[config.mk]
export PLATFORM = sky130hd
export DESIGN_NAME = cache_miss_ctrl
export DESIGN_NICKNAME = d
export VERILOG_FILES = /design/src/source/bus_pkg.sv /design/src/source/cache_pkg.sv /design/src/source/cache_miss_ctrl.sv
export SDC_FILE = /design/constraint.sdc
export NUM_CORES = 1
export LEC_CHECK = 0
export ABC_CLOCK_PERIOD_IN_PS = 2350
export BUFFER_PORTS_ARGS = -buffer_cell sky130_fd_sc_hd__buf_2
export CAP_MARGIN = 20
export CORE_AREA = 2 2 155 157
export DETAILED_ROUTE_END_ITERATION = 16
export DIE_AREA = 0 0 157 159
export GPL_ROUTABILITY_DRIVEN = 0
export HOLD_SLACK_MARGIN = 0.06
export PLACE_DENSITY = 0.45
export SYNTH_ARGS = -nofsm -noshare
export SYNTH_HDL_FRONTEND = slang
export SYNTH_SLANG_ARGS = --single-unit
[constraint.sdc]
create_clock -name CLK -period 2.35 [get_ports CLK]
set_clock_uncertainty 0.1 [all_clocks]
set_input_delay 0.47 -clock CLK [delete_from_list [all_inputs] [get_ports CLK]]
set_output_delay 0.47 -clock CLK [all_outputs]
set_load 0.05 [all_outputs]
[src/source/bus_pkg.sv]
// word, byte-enable and block types shared by the processor and memory ports
// reference these by scoped name, e.g. bus_pkg::word_t
package bus_pkg;

    // processor side
    localparam int WORD_W = 32;
    typedef logic [WORD_W-1:0] word_t;

    localparam int BYTES_PER_WORD = 4;
    typedef logic [BYTES_PER_WORD-1:0] byte_en_t;    // one bit per byte lane

    // memory side moves whole blocks
    localparam int BLOCK_WORDS = 2;
    typedef word_t [BLOCK_WORDS-1:0] block_t;        // word 0 in the low bits

endpackage

[src/source/cache_pkg.sv]
// cache geometry and the address view used for indexing
// field widths here must add up to bus_pkg::WORD_W
package cache_pkg;

    localparam int N_SETS = 64;                      // direct mapped, one line per set
    localparam int SET_W = 6;
    localparam int BLOCK_OFS_W = 1;                  // selects word within block
    localparam int BYTE_OFS_W = 2;

    // whatever is left over is tag
    localparam int TAG_W = bus_pkg::WORD_W - SET_W - BLOCK_OFS_W - BYTE_OFS_W;

    // one address, two views
    //   word  flat value, for memory addresses and compares
    //   f     split into tag / set / word / byte for indexing
    typedef union packed {
        bus_pkg::word_t word;
        struct packed {
            logic [TAG_W-1:0]       tag;
            logic [SET_W-1:0]       set;
            logic [BLOCK_OFS_W-1:0] blk;
            logic [BYTE_OFS_W-1:0]  byte_ofs;      // ignored, word accesses only
        } f;
    } cache_addr_u;

endpackage

[src/source/cache_miss_ctrl.sv]
// back end of the cache: post-reset invalidation sweep, victim writeback,
// block fetch and flush, all over the block-wide memory port
`timescale 1ns/1ps

module cache_miss_ctrl (
    input  logic                        CLK,
    input  logic                        nRST,
    // from lookup
    input  logic                        miss,
    input  bus_pkg::word_t              miss_addr,
    input  logic                        victim_dirty,
    // store read
    input  logic [cache_pkg::TAG_W-1:0] rd_tag,
    input  logic                        rd_valid,
    input  logic                        rd_dirty,
    input  bus_pkg::block_t             rd_data,
    // flush request
    input  logic                        flush,
    output logic                        flush_done,
    // memory port
    input  logic                        mem_ready,
    input  bus_pkg::block_t             mem_rdata,
    output logic                        mem_valid,
    output logic                        mem_write,
    output bus_pkg::word_t              mem_addr,
    output bus_pkg::block_t             mem_wdata,
    // store control
    output logic                        ctrl_idle,
    output logic                        sweep_active,
    output logic [cache_pkg::SET_W-1:0] sweep_set,
    output logic                        fill_en,
    output logic [cache_pkg::SET_W-1:0] fill_set,
    output logic [cache_pkg::TAG_W-1:0] fill_tag,
    output bus_pkg::block_t             fill_data,
    output logic                        fill_valid
);

    localparam logic [2:0] ST_SWEEP = 3'd0;
    localparam logic [2:0] ST_IDLE  = 3'd1;
    localparam logic [2:0] ST_WB    = 3'd2;
    localparam logic [2:0] ST_FETCH = 3'd3;
    localparam logic [2:0] ST_FLUSH = 3'd4;

    logic [2:0]                  state_q, state_d;
    logic [cache_pkg::SET_W-1:0] set_q, set_d;      // sweep / flush position
    logic                        flush_pend_q;
    cache_pkg::cache_addr_u      miss_q;            // block being fetched
    cache_pkg::cache_addr_u      blk_addr;
    logic                        last_set;
    logic                        start_flush;

    assign last_set    = int'(set_q) == cache_pkg::N_SETS - 1;
    assign start_flush = (state_q == ST_IDLE) & ~miss & (flush | flush_pend_q);

    assign ctrl_idle    = state_q == ST_IDLE;
    assign sweep_active = (state_q == ST_SWEEP) | (state_q == ST_FLUSH);
    assign sweep_set    = set_q;

    always_comb begin
        state_d    = state_q;
        set_d      = set_q;
        blk_addr   = '0;
        mem_valid  = 1'b0;
        mem_write  = 1'b0;
        mem_addr   = '0;
        mem_wdata  = rd_data;
        fill_en    = 1'b0;
        fill_set   = set_q;
        fill_tag   = '0;
        fill_data  = mem_rdata;
        fill_valid = 1'b0;
        flush_done = 1'b0;

        case (state_q)
            ST_SWEEP: begin
                fill_en = 1'b1;          // invalidate one set per cycle
                set_d   = set_q + 1'b1;
                if (last_set) begin
                    state_d = ST_IDLE;
                end
            end
            ST_IDLE: begin
                if (miss) begin
                    state_d = victim_dirty ? ST_WB : ST_FETCH;
                end else if (start_flush) begin
                    state_d = ST_FLUSH;
                    set_d   = '0;
                end
            end
            ST_WB: begin
                // victim lives in the same set, stored tag gives its address
                blk_addr.f.tag = rd_tag;
                blk_addr.f.set = miss_q.f.set;
                mem_valid      = 1'b1;
                mem_write      = 1'b1;
                mem_addr       = blk_addr.word;
                if (mem_ready) begin
                    state_d = ST_FETCH;
                end
            end
            ST_FETCH: begin
                blk_addr.f.tag = miss_q.f.tag;
                blk_addr.f.set = miss_q.f.set;
                mem_valid      = 1'b1;
                mem_addr       = blk_addr.word;
                fill_set       = miss_q.f.set;
                fill_tag       = miss_q.f.tag;
                fill_valid     = 1'b1;
                if (mem_ready) begin
                    fill_en = 1'b1;
                    state_d = ST_IDLE;   // lookup retries and now hits
                end
            end
            ST_FLUSH: begin
                blk_addr.f.tag = rd_tag;
                blk_addr.f.set = set_q;
                if (rd_valid && rd_dirty) begin
                    mem_valid = 1'b1;
                    mem_write = 1'b1;
                    mem_addr  = blk_addr.word;
                end
                // move on once the set is clean or written back
                if (!(rd_valid && rd_dirty) || mem_ready) begin
                    fill_en = 1'b1;
                    set_d   = set_q + 1'b1;
                    if (last_set) begin
                        flush_done = 1'b1;
                        state_d    = ST_IDLE;
                    end
                end
            end
            default: begin
                state_d = ST_SWEEP;
                set_d   = '0;
            end
        endcase
    end

    always_ff @(posedge CLK, negedge nRST) begin
        if (!nRST) begin
            state_q      <= ST_SWEEP;
            set_q        <= '0;
            flush_pend_q <= 1'b0;
        end else begin
            state_q      <= state_d;
            set_q        <= set_d;
            flush_pend_q <= (flush_pend_q | flush) & ~start_flush;
        end
    end

    // miss address only changes when a miss is taken
    always_ff @(posedge CLK) begin
        if (state_q == ST_IDLE && miss) begin
            miss_q.word <= miss_addr;
        end
    end

endmodule

==> reports/results.txt <==
worst-path maximum fanout: 5
CTS buffer count: 5
Worst Hold Class: in2reg
most common cell after layout, fill and taps aside: buf_2
hold path start: miss_addr[28]
Post-DRT Antenna Nets: 0
setup TNS: 0 ns
Slowest cell on crit path: dfrtp_1
Max-Cap Viols: 0
Reg clk slew, reported paths: 0.06 ns
Residual DRC: 0
Routed wire per std cell: 16.2 um
Initial Util: 13.0%
vias post-DR: 2,120
DR iter-0 viols: 68
chip width: 157 um
fin crit share: 99.7%
CTS tree: yes
PD cells: 410 nW/um2
clock latency on the worst-skew pair: 0.28 ns
sequential-to-total area share from yosys stat: 37.2%
maximum vdd drop: 0.215 mV
post-DR vias/cell: 3.33
Worst setup SP type: flip-flop
WP data arrival: 1.77 ns
worst path bufs/invs: 4
Critical Path RT: 1.78 ns
die area: 25,000 um2
hold_ws: 0.256 ns
crit path kind: reg2out
Setup crit end: mem_addr[27]
nets@finish: 508
crit path from: state_q[1]
first-pass GRT wire length: 14,200 um
Synth-to-Final Area Change: 19.2%
die outline height: 159 um
Root Driver: clkbuf_16
layout cell share with drive strength beyond 1: 63.4%
most frequent cells in the layout: buf_2, edfxtp_1, a21o_1, buf_4, buf_6
DR pass1 iterations: 4
Crit path largest cell delay: 0.40 ns
Yosys reg bits: 39
H-tree levels: 2
final hold violation count: 0
cell taking the most area after synthesis: buf_4
status: finished, final reports clean
setup violators final: 0
Crit Reg-Reg Endpoint: miss_q[22]
Fill cells: 2,638
pin count of the biggest net entering global routing: 30
Util after Layout: 15.5%
Synth cell types: 37
RSZ-0062 raised after global routing: yes
vias in the first global route: 2,196
io pins: 393
Cell Chain, Critical Path: nor2b_4, buf_6, nor2_4, nor2_4, buf_4, buf_4, a21o_1, buf_6
Clock Sinks: 39
Reg2Reg Depth: 4
largest cells by area after synthesis: buf_4, edfxtp_1, dfrtp_1
CP endpoint kind: primary output
worst r2r src: state_q[0]
mean cell area of the mapped netlist: 10.0 um2
Final min period: 2.34 ns
IO Port Bufs: 130
Gate Count Post-Synth: 301
final WL: 10,300 um
Setup Slack @ Placement: 0.115 ns
critical path's top delay family: buffers and inverters
Lkg Pwr: 0.00178 uW
Crit path depth: 8
yosys warns: 0
Reg2Reg Setup Slack: 0.64 ns
total power: 1470 uW
core footprint: 23,200 um2
initial antenna violation count: 3
mapped cell area: 3010 um2
row cnt: 56
worst setup margin: 0.00787 ns
HPWL after DPL: 8080 um
Total GRT Usage: 7.81%
post-synth top area share: 32.9%
FMAX: 427 MHz
grt ovf: 0
CTS Buffer Depth: 2
Slew Viols, Final: 0
-- Yosys cell counts --
master      n
a21oi_1     5
conb_1      1
or2_2       2
o21ai_1     1
and2_1      3
inv_1       1
inv_8       1
buf_6       3
mux2_2      6
nor2b_2     1
nor2_2      1
o21ai_0     7
a32o_1      1
edfxtp_1   29
mux2_4      1
nand4_1     1
nand2_1     8
dfrtp_1    10
and4b_1     1
buf_2       4
nor2_4      1
ha_1        1
a21o_1     25
nor3b_1     1
and3b_1     1
nor4b_1     1
a22o_1      8
nand4b_2    1
a211oi_4    1
or3_1       1
nor2_1      6
nand3_1     2
or2_1       1
buf_4     132
and3_1     26
clkbuf_1    5
o21bai_1    1
-- through the flow --
| step | std cells | cell area (um2) |
|---|---|---|
| 2_1_floorplan | 303 | 3060 |
| 3_3_place_gp | 622 | 3200 |
| 3_5_place_dp | 622 | 3200 |
| 4_1_cts | 631 | 3460 |
| 5_1_grt | 636 | 3580 |
| 6_report | 637 | 3590 |
-- sequential cells by signal (all words and copies together) (netlist names) --
name / cells
flush_pend_q: 1
sweep_set: 6
miss_q: 29
state_q: 3
-- worst min path at each step --
| stage | cells past startpoint | slack (ns) | to |
|---|---|---|---|
| 2_1_floorplan | 0 | 0.07 | flush_pend_q |
| 3_3_place_gp | 1 | 0.26 | sweep_set[0] |
| 3_5_place_dp | 1 | 0.26 | sweep_set[0] |
| 4_1_cts | 1 | 0.24 | miss_q[23] |
| 5_1_grt | 1 | 0.24 | miss_q[28] |
| 6_report | 1 | 0.26 | miss_q[28] |
-- report_power, final --
group          internal, uW  leakage, uW  total, uW      switching [uW]
clock                   388    0.0000683        659                 271
sequential              741     0.000377        741  0.0000000000000156
combinational          36.8      0.00134       72.1                35.3
total                  1170      0.00178       1470                 306
-- repair_timing --
| action | 4_1_cts | 5_1_grt |
|---|---|---|
| cloned | 0 | 2 |
| resized for setup | 43 | 28 |
| buffers inserted | 0 | 3 |
| pin swaps | 1 | 8 |
| setup endpoints to repair | 40 | 37 |
| hold buffers | 1 | 0 |
| hold endpoints to repair | 10 | 0 |
-- layout make-up --
class / count / area [um2] / share of cell area (%)
sequential: 39 / 1120 / 31.3
timing repair buffer: 150 / 1020 / 28.5
multi-input combinational: 118 / 887 / 24.7
tap: 319 / 399 / 11.1
clock buffer: 6 / 129 / 3.59
inverter: 2 / 15.0 / 0.419
clock inverter: 2 / 8.76 / 0.244
antenna: 1 / 2.50 / 0.0698
-- cells by family after synthesis --
| family | count (synthesis) | share of synthesized area (%) |
|---|---|---|
| flops | 39 | 37.2 |
| simple gates | 58 | 11.7 |
| fa+ha+maj | 1 | 0.416 |
| compound gates | 49 | 12.0 |
| buf+inv | 146 | 35.8 |
| mux | 7 | 2.74 |
| other cells | 1 | 0.125 |
-- layer usage --
| layer | global-route usage, % | wire (um) | vias up |
|---|---|---|---|
| li1 | - | - | 922 |
| met3 | 4.82 | 1540 | 63 |
| met2 | 10.8 | 4380 | 190 |
| met1 | 8.40 | 3660 | 941 |
| met4 | 5.96 | 699 | 4 |
| met5 | 1.39 | 58 | - |
Note: power is estimated with default switching activity, not from simulation.
