===== config.mk =====
export PLATFORM = sky130hd
export DESIGN_NAME = cache_lookup
export DESIGN_NICKNAME = d
export VERILOG_FILES = /design/src/source/bus_pkg.sv /design/src/source/cache_pkg.sv /design/src/source/cache_lookup.sv
export SDC_FILE = /design/constraint.sdc
export NUM_CORES = 1
export LEC_CHECK = 0
export BUFFER_PORTS_ARGS = -buffer_cell sky130_fd_sc_hd__buf_4
export CAP_MARGIN = 20
export CORE_AREA = 2 2 120 122
export DETAILED_ROUTE_END_ITERATION = 7
export DIE_AREA = 0 0 122 124
export PLACE_DENSITY = 0.55
export SYNTH_ARGS = -nofsm -noshare
export SYNTH_HDL_FRONTEND = slang
export SYNTH_SLANG_ARGS = --single-unit
export TNS_END_PERCENT = 1

===== constraint.sdc =====
create_clock -name CLK -period 6.7 [get_ports CLK]
set_input_delay 1.005 -clock CLK [delete_from_list [all_inputs] [get_ports CLK]]
set_output_delay 1.005 -clock CLK [all_outputs]
set_load 0.03 [all_outputs]

===== src/source/bus_pkg.sv =====
// word, byte-enable and block types shared by the processor and memory ports
// reference these by scoped name, e.g. bus_pkg::word_t
package bus_pkg;

    // processor side
    localparam int WORD_W = 32;
    typedef logic [WORD_W-1:0] word_t;

    localparam int BYTES_PER_WORD = 4;
    typedef logic [BYTES_PER_WORD-1:0] byte_en_t;    // one bit per byte lane

    // memory side moves whole blocks
    localparam int BLOCK_WORDS = 2;
    typedef word_t [BLOCK_WORDS-1:0] block_t;        // word 0 in the low bits

endpackage


===== src/source/cache_pkg.sv =====
// cache geometry and the address view used for indexing
// field widths here must add up to bus_pkg::WORD_W
package cache_pkg;

    localparam int N_SETS = 64;                      // direct mapped, one line per set
    localparam int SET_W = 6;
    localparam int BLOCK_OFS_W = 1;                  // selects word within block
    localparam int BYTE_OFS_W = 2;

    // whatever is left over is tag
    localparam int TAG_W = bus_pkg::WORD_W - SET_W - BLOCK_OFS_W - BYTE_OFS_W;

    // one address, two views
    //   word  flat value, for memory addresses and compares
    //   f     split into tag / set / word / byte for indexing
    typedef union packed {
        bus_pkg::word_t word;
        struct packed {
            logic [TAG_W-1:0]       tag;
            logic [SET_W-1:0]       set;
            logic [BLOCK_OFS_W-1:0] blk;
            logic [BYTE_OFS_W-1:0]  byte_ofs;      // ignored, word accesses only
        } f;
    } cache_addr_u;

endpackage


===== src/source/cache_lookup.sv =====
// front end of the cache: takes a processor request, compares tags and
// answers hits; misses are handed to the controller and retried when it idles
`timescale 1ns/1ps

module cache_lookup (
    input  logic                              CLK,
    input  logic                              nRST,
    // processor port
    input  logic                              req_valid,
    input  logic                              req_write,
    input  bus_pkg::word_t                    req_addr,
    input  bus_pkg::word_t                    req_wdata,
    input  bus_pkg::byte_en_t                 req_byte_en,
    output logic                              req_ready,
    output bus_pkg::word_t                    req_rdata,
    // controller status
    input  logic                              ctrl_idle,
    // store read
    output logic [cache_pkg::SET_W-1:0]       rd_set,
    input  logic [cache_pkg::TAG_W-1:0]       rd_tag,
    input  logic                              rd_valid,
    input  logic                              rd_dirty,
    input  bus_pkg::block_t                   rd_data,
    // store word write
    output logic                              wr_en,
    output logic [cache_pkg::SET_W-1:0]       wr_set,
    output logic [cache_pkg::BLOCK_OFS_W-1:0] wr_word,
    output bus_pkg::word_t                    wr_data,
    output bus_pkg::word_t                    wr_mask,
    // to controller
    output logic                              miss,
    output bus_pkg::word_t                    miss_addr,
    output logic                              victim_dirty
);

    logic                   busy_q;     // request captured, not yet answered
    cache_pkg::cache_addr_u addr_q;
    logic                   write_q;
    bus_pkg::word_t         wdata_q;
    bus_pkg::byte_en_t      be_q;

    logic                   capture;
    logic                   hit;

    // only take a new request while the controller leaves the store alone
    assign capture = req_valid & ~busy_q & ctrl_idle;

    always_ff @(posedge CLK, negedge nRST) begin
        if (!nRST) begin
            busy_q <= 1'b0;
        end else if (capture) begin
            busy_q <= 1'b1;
        end else if (req_ready) begin
            busy_q <= 1'b0;
        end
    end

    // request payload, held while a miss is serviced
    always_ff @(posedge CLK) begin
        if (capture) begin
            addr_q.word <= req_addr;
            write_q     <= req_write;
            wdata_q     <= req_wdata;
            be_q        <= req_byte_en;
        end
    end

    assign rd_set = addr_q.f.set;
    assign hit    = rd_valid & (rd_tag == addr_q.f.tag);

    // answer in the cycle after capture, or after the refill
    assign req_ready = busy_q & ctrl_idle & hit;
    assign req_rdata = rd_data[addr_q.f.blk];

    assign miss         = busy_q & ctrl_idle & ~hit;
    assign miss_addr    = addr_q.word;
    assign victim_dirty = rd_valid & rd_dirty;   // line about to be replaced

    // write hit goes straight into the store, which also sets dirty
    assign wr_en   = req_ready & write_q;
    assign wr_set  = addr_q.f.set;
    assign wr_word = addr_q.f.blk;
    assign wr_data = wdata_q;

    // byte enables -> bit mask
    always_comb begin
        wr_mask = '0;
        for (int i = 0; i < bus_pkg::BYTES_PER_WORD; i++) begin
            wr_mask[8*i +: 8] = {8{be_q[i]}};
        end
    end

endmodule


==> metrics.txt, run 1 <==
cell types with the largest area share after synthesis=sky130_fd_sc_hd__edfxtp_1 (67%), sky130_fd_sc_hd__mux2_2 (11%), sky130_fd_sc_hd__buf_4 (9.9%); maximum clock frequency=294.6 MHz; Setup crit end kind=output pin; commonest cells after routing, fill and taps aside=sky130_fd_sc_hd__buf_4 (308), sky130_fd_sc_hd__edfxtp_1 (69), sky130_fd_sc_hd__mux2_2 (30); slowest cell on the critical path=sky130_fd_sc_hd__nor4_2; hold buffers post-CTS=0; post-synthesis sequential element count=70; count of buffer and inverter cells on the critical path=2; vias per std cell=3.963; run status=completed; final period demand of the worst path=3.394 ns; total via count in the routed design=2572; clock slew seen by the registers of the worst setup and hold paths=0.06 ns; final cell count without fillers=649; Final Hold Violating Endpoints=0; netlist area before placement=3115 sq um; maximum vdd ir drop=0.1511 mV; # clock sinks=70; unrepaired setup endpoints after global routing=false; I/O Buffers=306; final hold slack=0.4350 ns; number of detailed-route iterations in the first pass=4; required time worst endpoint=5.69 ns; area share of the largest cell type after synthesis=66.51%; die width=122 um; CP peak stage delay=0.42 ns; ordered cell list for the critical path=buf_4 > xor2_1 > nor4_2 > nand4_1 > nor4_2 > buf_4; sequential area share after synthesis=67.31%; Starting Density=22.71%; total power divided by cell area=204.9 nW/um^2; category of cells accounting for the largest share of critical-path delay=simple AND/OR/NAND/NOR gates; Syn. warnings=0; number of gates given a new drive strength after cts=0; total grt overflow=0; average routed wire per standard cell=16.20 um; arrival time of data at the critical path endpoint=2.39 ns; clock tree from TritonCTS=built; Post-CTS Setup Bufs=0; routed wire length=10520 um; count of nets after finishing=626; skew final=0.002723 ns; worst rel slew slack=54.04%; Finish-stage setup viols=0; number of buffers on the longest clock path=2; Final Slew Violations=0; clock insertion delay at the later pin of the skew report=0.33 ns; Worst Max-Slew Pin Slew=0.6895 ns; number of DRC markers after the initial detailed-route iteration=66; hpwl dp=8684 um; commonest non-fill, non-tap cell in the layout=sky130_fd_sc_hd__buf_4; Die Height=124 um; Final WS setup=3.306 ns; category of the most critical setup path=primary input to output pin; via count of the first global-routing pass=2584; global-route wire length before repair=14250 um; leakage power of the design=2.532 nW; Final GP Congestion=0.6946; gate count of the mapped netlist=190; number of buffers added by the clock tree synthesis step=9; Max Cap Violations=0; average cell area after synthesis=16.40 sq um; distinct cell type count of the synthesized netlist=21; largest net degree at the start of global routing=53; share of the clock period used by the worst path after layout=50.66%; nature of the critical path startpoint=primary input; path type of the worst min-delay path=primary input to asynchronous set/reset pin; largest area contributor in the synthesized netlist=sky130_fd_sc_hd__edfxtp_1; maximum level of the CTS H-tree=3; Post-Place Setup Slack=3.254 ns; DRC violation count after routing=0; Setup Total Neg Slack=0 ns; post-route antenna net violation count=0; Area Growth Syn to Fin=82.29%; number of cells in the design after placement=633; number of nets produced by synthesis=352; full die area=15130 sq um; overall global routing resource usage=13.09%; num rows=43; proportion of layout cells with a drive suffix above 1=76.12%; number of antenna violations at the first check in global routing=0; Antenna diodes=0; clock tree root buffer cell=sky130_fd_sc_hd__clkbuf_16; core region area=13720 sq um; crit path max fanout=2; Boundary Pins=307
==> Yosys cell counts <==
cell	number
sky130_fd_sc_hd__mux2_2	30
sky130_fd_sc_hd__inv_1	1
sky130_fd_sc_hd__clkbuf_1	1
sky130_fd_sc_hd__and2_1	1
sky130_fd_sc_hd__edfxtp_1	69
sky130_fd_sc_hd__nand4_1	2
sky130_fd_sc_hd__nand2_1	2
sky130_fd_sc_hd__dfrtp_1	1
sky130_fd_sc_hd__and4_2	1
sky130_fd_sc_hd__a21oi_1	2
sky130_fd_sc_hd__a41oi_1	1
sky130_fd_sc_hd__and4_1	1
sky130_fd_sc_hd__xor2_1	22
sky130_fd_sc_hd__mux2_1	2
sky130_fd_sc_hd__nor3_1	1
sky130_fd_sc_hd__nor4_1	4
sky130_fd_sc_hd__nor2_1	2
sky130_fd_sc_hd__buf_2	3
sky130_fd_sc_hd__xnor2_1	1
sky130_fd_sc_hd__buf_4	41
sky130_fd_sc_hd__nor4_2	2
==> per-layer routing <==
metal | routed length (um) | part of all wire (%) | GRT usage, % | vias up
met5 | 0 | 0 | 0 | -
met4 | 97 | 0.92 | 4.095 | 0
met3 | 1544 | 15 | 8.288 | 7
met2 | 5389 | 51 | 22.70 | 178
met1 | 3484 | 33 | 12.87 | 1177
li1 | - | - | - | 1210
==> registers in the layout (all words and copies together) (netlist names) <==
signal     flops
miss_addr     32
wr_data       32
be_q           4
busy_q         1
write_q        1
==> final cells by class <==
class,count,area (sq um)
clock buffer,9,225.2
clock inverter,7,120.1
fill,1304,8040
inverter,1,3.754
multi-input combinational,74,695.7
sequential,70,2097
tap,180,225.2
timing repair buffer,308,2312
==> power by group <==
group / total (mW) / internal [mW] / switching [mW]
Clock: 0.550 / 0.365 / 0.185
Combinational: 0.133 / 0.0824 / 0.0503
Sequential: 0.481 / 0.481 / 0.000000120
==> per-stage QoR <==
step | utilization (%) | power, mW | area, sq um
3_3_place_gp | 38.88 | 0.6233 | 5334
2_1_floorplan | - | 0.5288 | 3115
4_1_cts | 41.40 | 1.182 | 5679
3_5_place_dp | 38.88 | 0.6250 | 5334
5_1_grt | 41.40 | 1.205 | 5679
6_report | 41.40 | 1.163 | 5679
==> worst reg2reg max path, stage by stage, from the launching register on <==
cell	delay, ns
sky130_fd_sc_hd__dfrtp_1	0.43
sky130_fd_sc_hd__nor2_4	0.46
sky130_fd_sc_hd__buf_4	0.64
==> kinds of logic (layout without fill, tap and decap cells) <==
kind of cell              count (synthesis)  in the layout  share of synthesized area, %
DFF                                      70             70                         67.31
buffers and inverters                    46            325                         10.60
muxes                                    32             32                         11.57
xor gates and xnor gates                 23             23                         6.466
and+or+nand+nor                          16             16                         3.454
AOI/OAI and AO/OA                         3              3                        0.6025
==> worst paths after layout <==
path / slack, ns / endpoint / start / depth (start not counted)
setup / recovery: 3.31 / wr_en / rd_tag[7] / 6
setup reg to reg: 4.74 / miss_addr[18] / busy_q / 2
min in group CLK: 0.61 / busy_q / busy_q / 1
hold reg to reg: 0.61 / busy_q / busy_q / 1
hold / removal: 0.43 / busy_q / nRST / 1
max in group asynchronous: 6.18 / busy_q / nRST / 1
Power figures use the tool's default switching activity.
==> run 2: changes to the inputs <==
--- a/config.mk
+++ b/config.mk
@@ -7,10 +7,10 @@
 export LEC_CHECK = 0
 export BUFFER_PORTS_ARGS = -buffer_cell sky130_fd_sc_hd__buf_4
 export CAP_MARGIN = 20
-export CORE_AREA = 2 2 120 122
+export CORE_AREA = 2 2 118 120
 export DETAILED_ROUTE_END_ITERATION = 7
-export DIE_AREA = 0 0 122 124
-export PLACE_DENSITY = 0.55
+export DIE_AREA = 0 0 120 122
+export PLACE_DENSITY = 0.56
 export SYNTH_ARGS = -nofsm -noshare
 export SYNTH_HDL_FRONTEND = slang
 export SYNTH_SLANG_ARGS = --single-unit
==> constraint.sdc (replaced) <==
create_clock -name CLK -period 3.2 [get_ports CLK]
set_input_delay 0.48 -clock CLK [delete_from_list [all_inputs] [get_ports CLK]]
set_output_delay 0.48 -clock CLK [all_outputs]
set_load 0.03 [all_outputs]
==> run 2 against run 1 <==
  * Utilization rose by 0.32 points
  * Sequential power rose by 110%
  * Clock power increased by 69%
  * Critical endpoint unchanged
  * Largest cell class unchanged
  * Largest power group is now registers
==> metrics.txt, run 2 (synthesis gave the netlist of run 1 again) <==
run status=completed; number of antenna violations at the first check in global routing=0; path type of the worst min-delay path=primary input to flop; count of nets after finishing=627; arrival time of data at the critical path endpoint=2.08 ns; overall global routing resource usage=13.51%; Worst Max-Slew Pin Slew=0.5859 ns; hold buffers post-CTS=1; number of gates given a new drive strength after cts=0; required time worst endpoint=2.72 ns; Final Slew Violations=0; final period demand of the worst path=2.564 ns; Util after Layout=41.71%; share of the clock period used by the worst path after layout=80.12%; Antenna diodes=0; worst rel slew slack=60.58%; setup slack of the worst register-to-register path=1.51 ns; Final Hold Violating Endpoints=0; die width=120 um; via count of the first global-routing pass=2616; skew final=0.006194 ns; total power divided by cell area=393.9 nW/um^2; clock tree from TritonCTS=built; maximum level of the CTS H-tree=3; DRC violation count after routing=0; hpwl dp=8728 um; maximum clock frequency=390.1 MHz; vias per std cell=3.954; largest net degree at the start of global routing=53; commonest non-fill, non-tap cell in the layout=sky130_fd_sc_hd__buf_4; Setup crit end kind=output pin; Boundary Pins=307; number of DRC markers after the initial detailed-route iteration=35; full die area=14640 sq um; I/O Buffers=306; average routed wire per standard cell=16.28 um; unrepaired setup endpoints after global routing=false; total via count in the routed design=2558; ordered cell list for the critical path=xor2_1 > nor4_1 > nand4_1 > nor4_2 > buf_4; # fillers=1284; total grt overflow=0; category of the most critical setup path=flop to output pin; Setup Total Neg Slack=0 ns; Final GP Congestion=0.7061; leakage power of the design=2.504 nW; maximum vdd ir drop=0.3069 mV; core region area=13500 sq um; number of buffers added by the clock tree synthesis step=9; global-route wire length before repair=14550 um; Area Growth Syn to Fin=80.80%; nature of the critical path startpoint=flop; Die Height=122 um; Post-CTS Setup Bufs=0; Finish-stage setup viols=0; number of detailed-route iterations in the first pass=4; num rows=43; category of cells accounting for the largest share of critical-path delay=simple AND/OR/NAND/NOR gates; # clock sinks=70; Max Cap Violations=0; clock tree root buffer cell=sky130_fd_sc_hd__clkbuf_16; Starting Density=23.07%; proportion of layout cells with a drive suffix above 1=76.02%; routed wire length=10530 um; CP peak stage delay=0.55 ns; slowest cell on the critical path=sky130_fd_sc_hd__nor4_1; post-route antenna net violation count=0; commonest cells after routing, fill and taps aside=sky130_fd_sc_hd__buf_4 (307), sky130_fd_sc_hd__edfxtp_1 (69), sky130_fd_sc_hd__mux2_2 (30); count of buffer and inverter cells on the critical path=1; clock insertion delay at the later pin of the skew report=0.32 ns; number of buffers on the longest clock path=2; clock slew seen by the registers of the worst setup and hold paths=0.05 ns; crit path max fanout=2
## run 2: cell count changes in the layout (fill, tap and decap cells not counted)
| cell | change |
|---|---|
| sky130_fd_sc_hd__bufinv_16 | -2 |
| sky130_fd_sc_hd__buf_12 | +1 |
| sky130_fd_sc_hd__buf_4 | -1 |
| sky130_fd_sc_hd__clkinv_1 | -1 |
| sky130_fd_sc_hd__clkinv_2 | +1 |
| sky130_fd_sc_hd__clkinv_4 | -1 |
| sky130_fd_sc_hd__clkinvlp_4 | +1 |
| sky130_fd_sc_hd__dlygate4sd3_1 | +1 |
| sky130_fd_sc_hd__inv_6 | -1 |
## run 2: power breakdown
| part | switching, mW | total, mW | leakage [nW] | internal (mW) |
|---|---|---|---|---|
| Clock | 0.343 | 0.932 | 0.133 | 0.589 |
| Combinational | 0.107 | 0.280 | 1.74 | 0.173 |
| Sequential | 0.000000246 | 1.01 | 0.629 | 1.01 |
## run 2: metal layers
| layer | track usage (%) | routed length, um | vias up |
|---|---|---|---|
| li1 | - | - | 1205 |
| met1 | 13.45 | 3497 | 1166 |
| met2 | 24.47 | 5523 | 176 |
| met3 | 6.273 | 1354 | 11 |
| met4 | 5.221 | 154 | 0 |
| met5 | 0 | 0 | - |
## run 2: per-stage QoR
step,setup slack (ns),hold WS [ns],power (mW),instances,instance area [sq um]
2_1_floorplan,0.4580,0.1844,1.107,190,3118
3_3_place_gp,0.8223,0.2584,1.306,633,5346
3_5_place_dp,0.8246,0.2598,1.309,633,5346
4_1_cts,0.6279,0.3123,2.257,647,5633
5_1_grt,0.4451,0.3108,2.297,647,5633
6_report,0.6363,0.3299,2.219,647,5633
## run 2: path summary, 6_finish.rpt
kind	startpoint	to	depth (start not counted)
worst max register to register	miss_addr[23]	busy_q	4
worst min-delay path	req_wdata[11]	wr_data[11]	1
min in group asynchronous	nRST	busy_q	2
max in group asynchronous	nRST	busy_q	2
worst min register to register	busy_q	busy_q	1
worst max-delay path	miss_addr[23]	wr_en	5
## run 2: cell type report
cell class	count	area, sq um	area share [%]
repair buffers	309	2335	41.45
clock inverters	4	51.30	0.9107
clock buffers	9	225.2	3.998
well taps	180	225.2	3.998
multi-input cells	74	695.7	12.35
inverters	1	3.754	0.06664
flip-flops and latches	70	2097	37.23
==> run 3: changes to the inputs <==
==> constraint.sdc (replaced) <==
create_clock -name CLK -period 2.45 [get_ports CLK]
set_input_delay 0.3675 -clock CLK [delete_from_list [all_inputs] [get_ports CLK]]
set_output_delay 0.3675 -clock CLK [all_outputs]
set_load 0.03 [all_outputs]
==> run 3 against run 2 <==
  * Worst setup slack worse by 0.51 ns
  * Cell area grew 0.11%
  * Clock skew down 0.00097 ns
  * Clock power up 28%
  * Count of clock-buffer cells in the layout rose by 1
  * Routed wire length is 0.44% higher
  * Utilization is essentially flat
  * Cell count increased by 0.62%
  * Critical path depth stayed put
  * Sequential share of layout area barely moved
  * Flip-flop and latch count unchanged
==> metrics.txt, run 3 (synthesis gave the netlist of run 1 again) <==
final cell count without fillers=651; Finish-stage setup viols=0; via count of the first global-routing pass=2705; number of DRC markers after the initial detailed-route iteration=33; run status=completed; critical path's most frequent cell=sky130_fd_sc_hd__nor4_2; number of antenna violations at the first check in global routing=0; sequential cell fraction of total power=45.9%; full die area=14640 sq um; overall power after layout=2.867 mW; post-route cell area=5639 sq um; arrival time of data at the critical path endpoint=1.96 ns; ordered cell list for the critical path=xor2_1 > nor4_2 > nand4_1 > nor4_2 > buf_4; worst rel slew slack=55.13%; clock slew seen by the registers of the worst setup and hold paths=0.06 ns; Starting Density=23.07%; switching power total=0.6339 mW; I/O Buffers=306; Area Growth Syn to Fin=81.00%; clock insertion delay at the later pin of the skew report=0.32 ns; skew final=0.005219 ns; Worst Max-Slew Pin Slew=0.6731 ns; clock share of power=41.4%; Final Hold Violating Endpoints=0; final period demand of the worst path=2.326 ns; Util after Layout=41.76%; Die Height=122 um; commonest cells after routing, fill and taps aside=sky130_fd_sc_hd__buf_4 (309), sky130_fd_sc_hd__edfxtp_1 (69), sky130_fd_sc_hd__mux2_2 (30); largest net degree at the start of global routing=51; launch instance of the worst min-delay path=req_wdata[26]; worst setup path startpoint=miss_addr[16]; clock tree root buffer cell=sky130_fd_sc_hd__clkbuf_16; post-route antenna net violation count=0; proportion of layout cells with a drive suffix above 1=76.43%; total via count in the routed design=2602; switching power as a share of total power=22.11%; unrepaired setup endpoints after global routing=true; required time worst endpoint=2.08 ns; commonest non-fill, non-tap cell in the layout=sky130_fd_sc_hd__buf_4; Setup Total Neg Slack=0 ns; overall global routing resource usage=13.51%; number of buffers on the longest clock path=2; number of buffers added by the clock tree synthesis step=9; instance area at placement=5341 sq um; hpwl dp=8720 um; crit path max fanout=2; maximum vdd ir drop=0.3360 mV; Final Slew Violations=0; vias per std cell=3.997; path type of the worst min-delay path=primary input to flop; Boundary Pins=307; Comb power frac=12.8%; category of the most critical setup path=flop to output pin; reg2reg start=miss_addr[23]; die width=120 um; maximum clock frequency=429.9 MHz; nature of the critical path startpoint=flop; P_int=2.233 mW; total grt overflow=0; number of detailed-route iterations in the first pass=4; # clock sinks=70; DRC violation count after routing=0; maximum level of the CTS H-tree=3; num rows=43; share of the clock period used by the worst path after layout=94.95%; global-route wire length before repair=14570 um; average routed wire per standard cell=16.25 um; Setup crit end kind=output pin; total power divided by cell area=508.5 nW/um^2; routed wire length=10580 um; leakage power of the design=2.504 nW; number of cells in the design after placement=634; Antenna diodes=0; CP peak stage delay=0.40 ns; slowest cell on the critical path=sky130_fd_sc_hd__edfxtp_1; clock tree from TritonCTS=built; Max Cap Violations=0; core region area=13500 sq um; count of nets after finishing=628; Final GP Congestion=0.7050
==> run 3: final cells by class <==
type / instances / area [sq um]
Clock inverter: 6 / 46.29
Multi-Input combinational cell: 74 / 708.2
Tap cell: 180 / 225.2
Fill cell: 1289 / 7865
Timing Repair Buffer: 310 / 2330
Sequential cell: 70 / 2097
Inverter: 1 / 3.754
Clock buffer: 10 / 229.0
==> run 3: worst max-delay path: cells and delay by family (launching register included) <==
kind | cells | cell delay [ns]
DFF | 1 | 0.40
buffers and inverters | 1 | 0.20
and+or+nand+nor | 3 | 0.87
xor gates and xnor gates | 1 | 0.16
==> run 3: path summary, 6_finish.rpt <==
check                                    to  slack (ns)  cells past startpoint
max in group asynchronous            busy_q        1.97                      2
min in group asynchronous            busy_q        0.40                      2
worst min register to register       busy_q        0.60                      1
worst max-delay path                  wr_en        0.12                      5
worst min-delay path            wr_data[26]        0.22                      1
worst max register to register       busy_q        0.90                      4
==> run 3: routing by layer <==
| layer | vias to the layer above | part of all wire [%] | global-route usage [%] |
|---|---|---|---|
| li1 | 1213 | - | - |
| met1 | 1210 | 33 | 13.04 |
| met2 | 171 | 53 | 25.00 |
| met3 | 8 | 13 | 6.742 |
| met4 | 0 | 1.1 | 4.412 |
| met5 | - | 0 | 0 |
==> run 3: timing repair <==
action,CTS,global route
setup buffers,0,0
gates cloned,0,0
resized for setup,1,1
pin swaps,0,2
setup endpoints to repair,2,2
hold endpoints to repair,1,0
hold buffers,1,0
==> run 3: metrics by stage <==
| step | worst slack (ns) | hold WS [ns] |
|---|---|---|
| after CTS | 0.009834 | 0.1989 |
| after global placement | 0.2825 | 0.1492 |
| final | 0.1236 | 0.2158 |
| after floorplan | 0.1833 | 0.07191 |
| after detailed placement | 0.2478 | 0.1506 |
| after global routing | -0.04058 | 0.1957 |
==> run 3: power groups by stage <==
stage                     logic, mW  clock network, mW  registers (mW)
after floorplan               0.106                  0            1.34
after global placement        0.364                  0            1.34
after detailed placement      0.369                  0            1.34
after CTS                     0.372               1.23            1.31
after global routing          0.391               1.27            1.31
final                         0.366               1.19            1.31
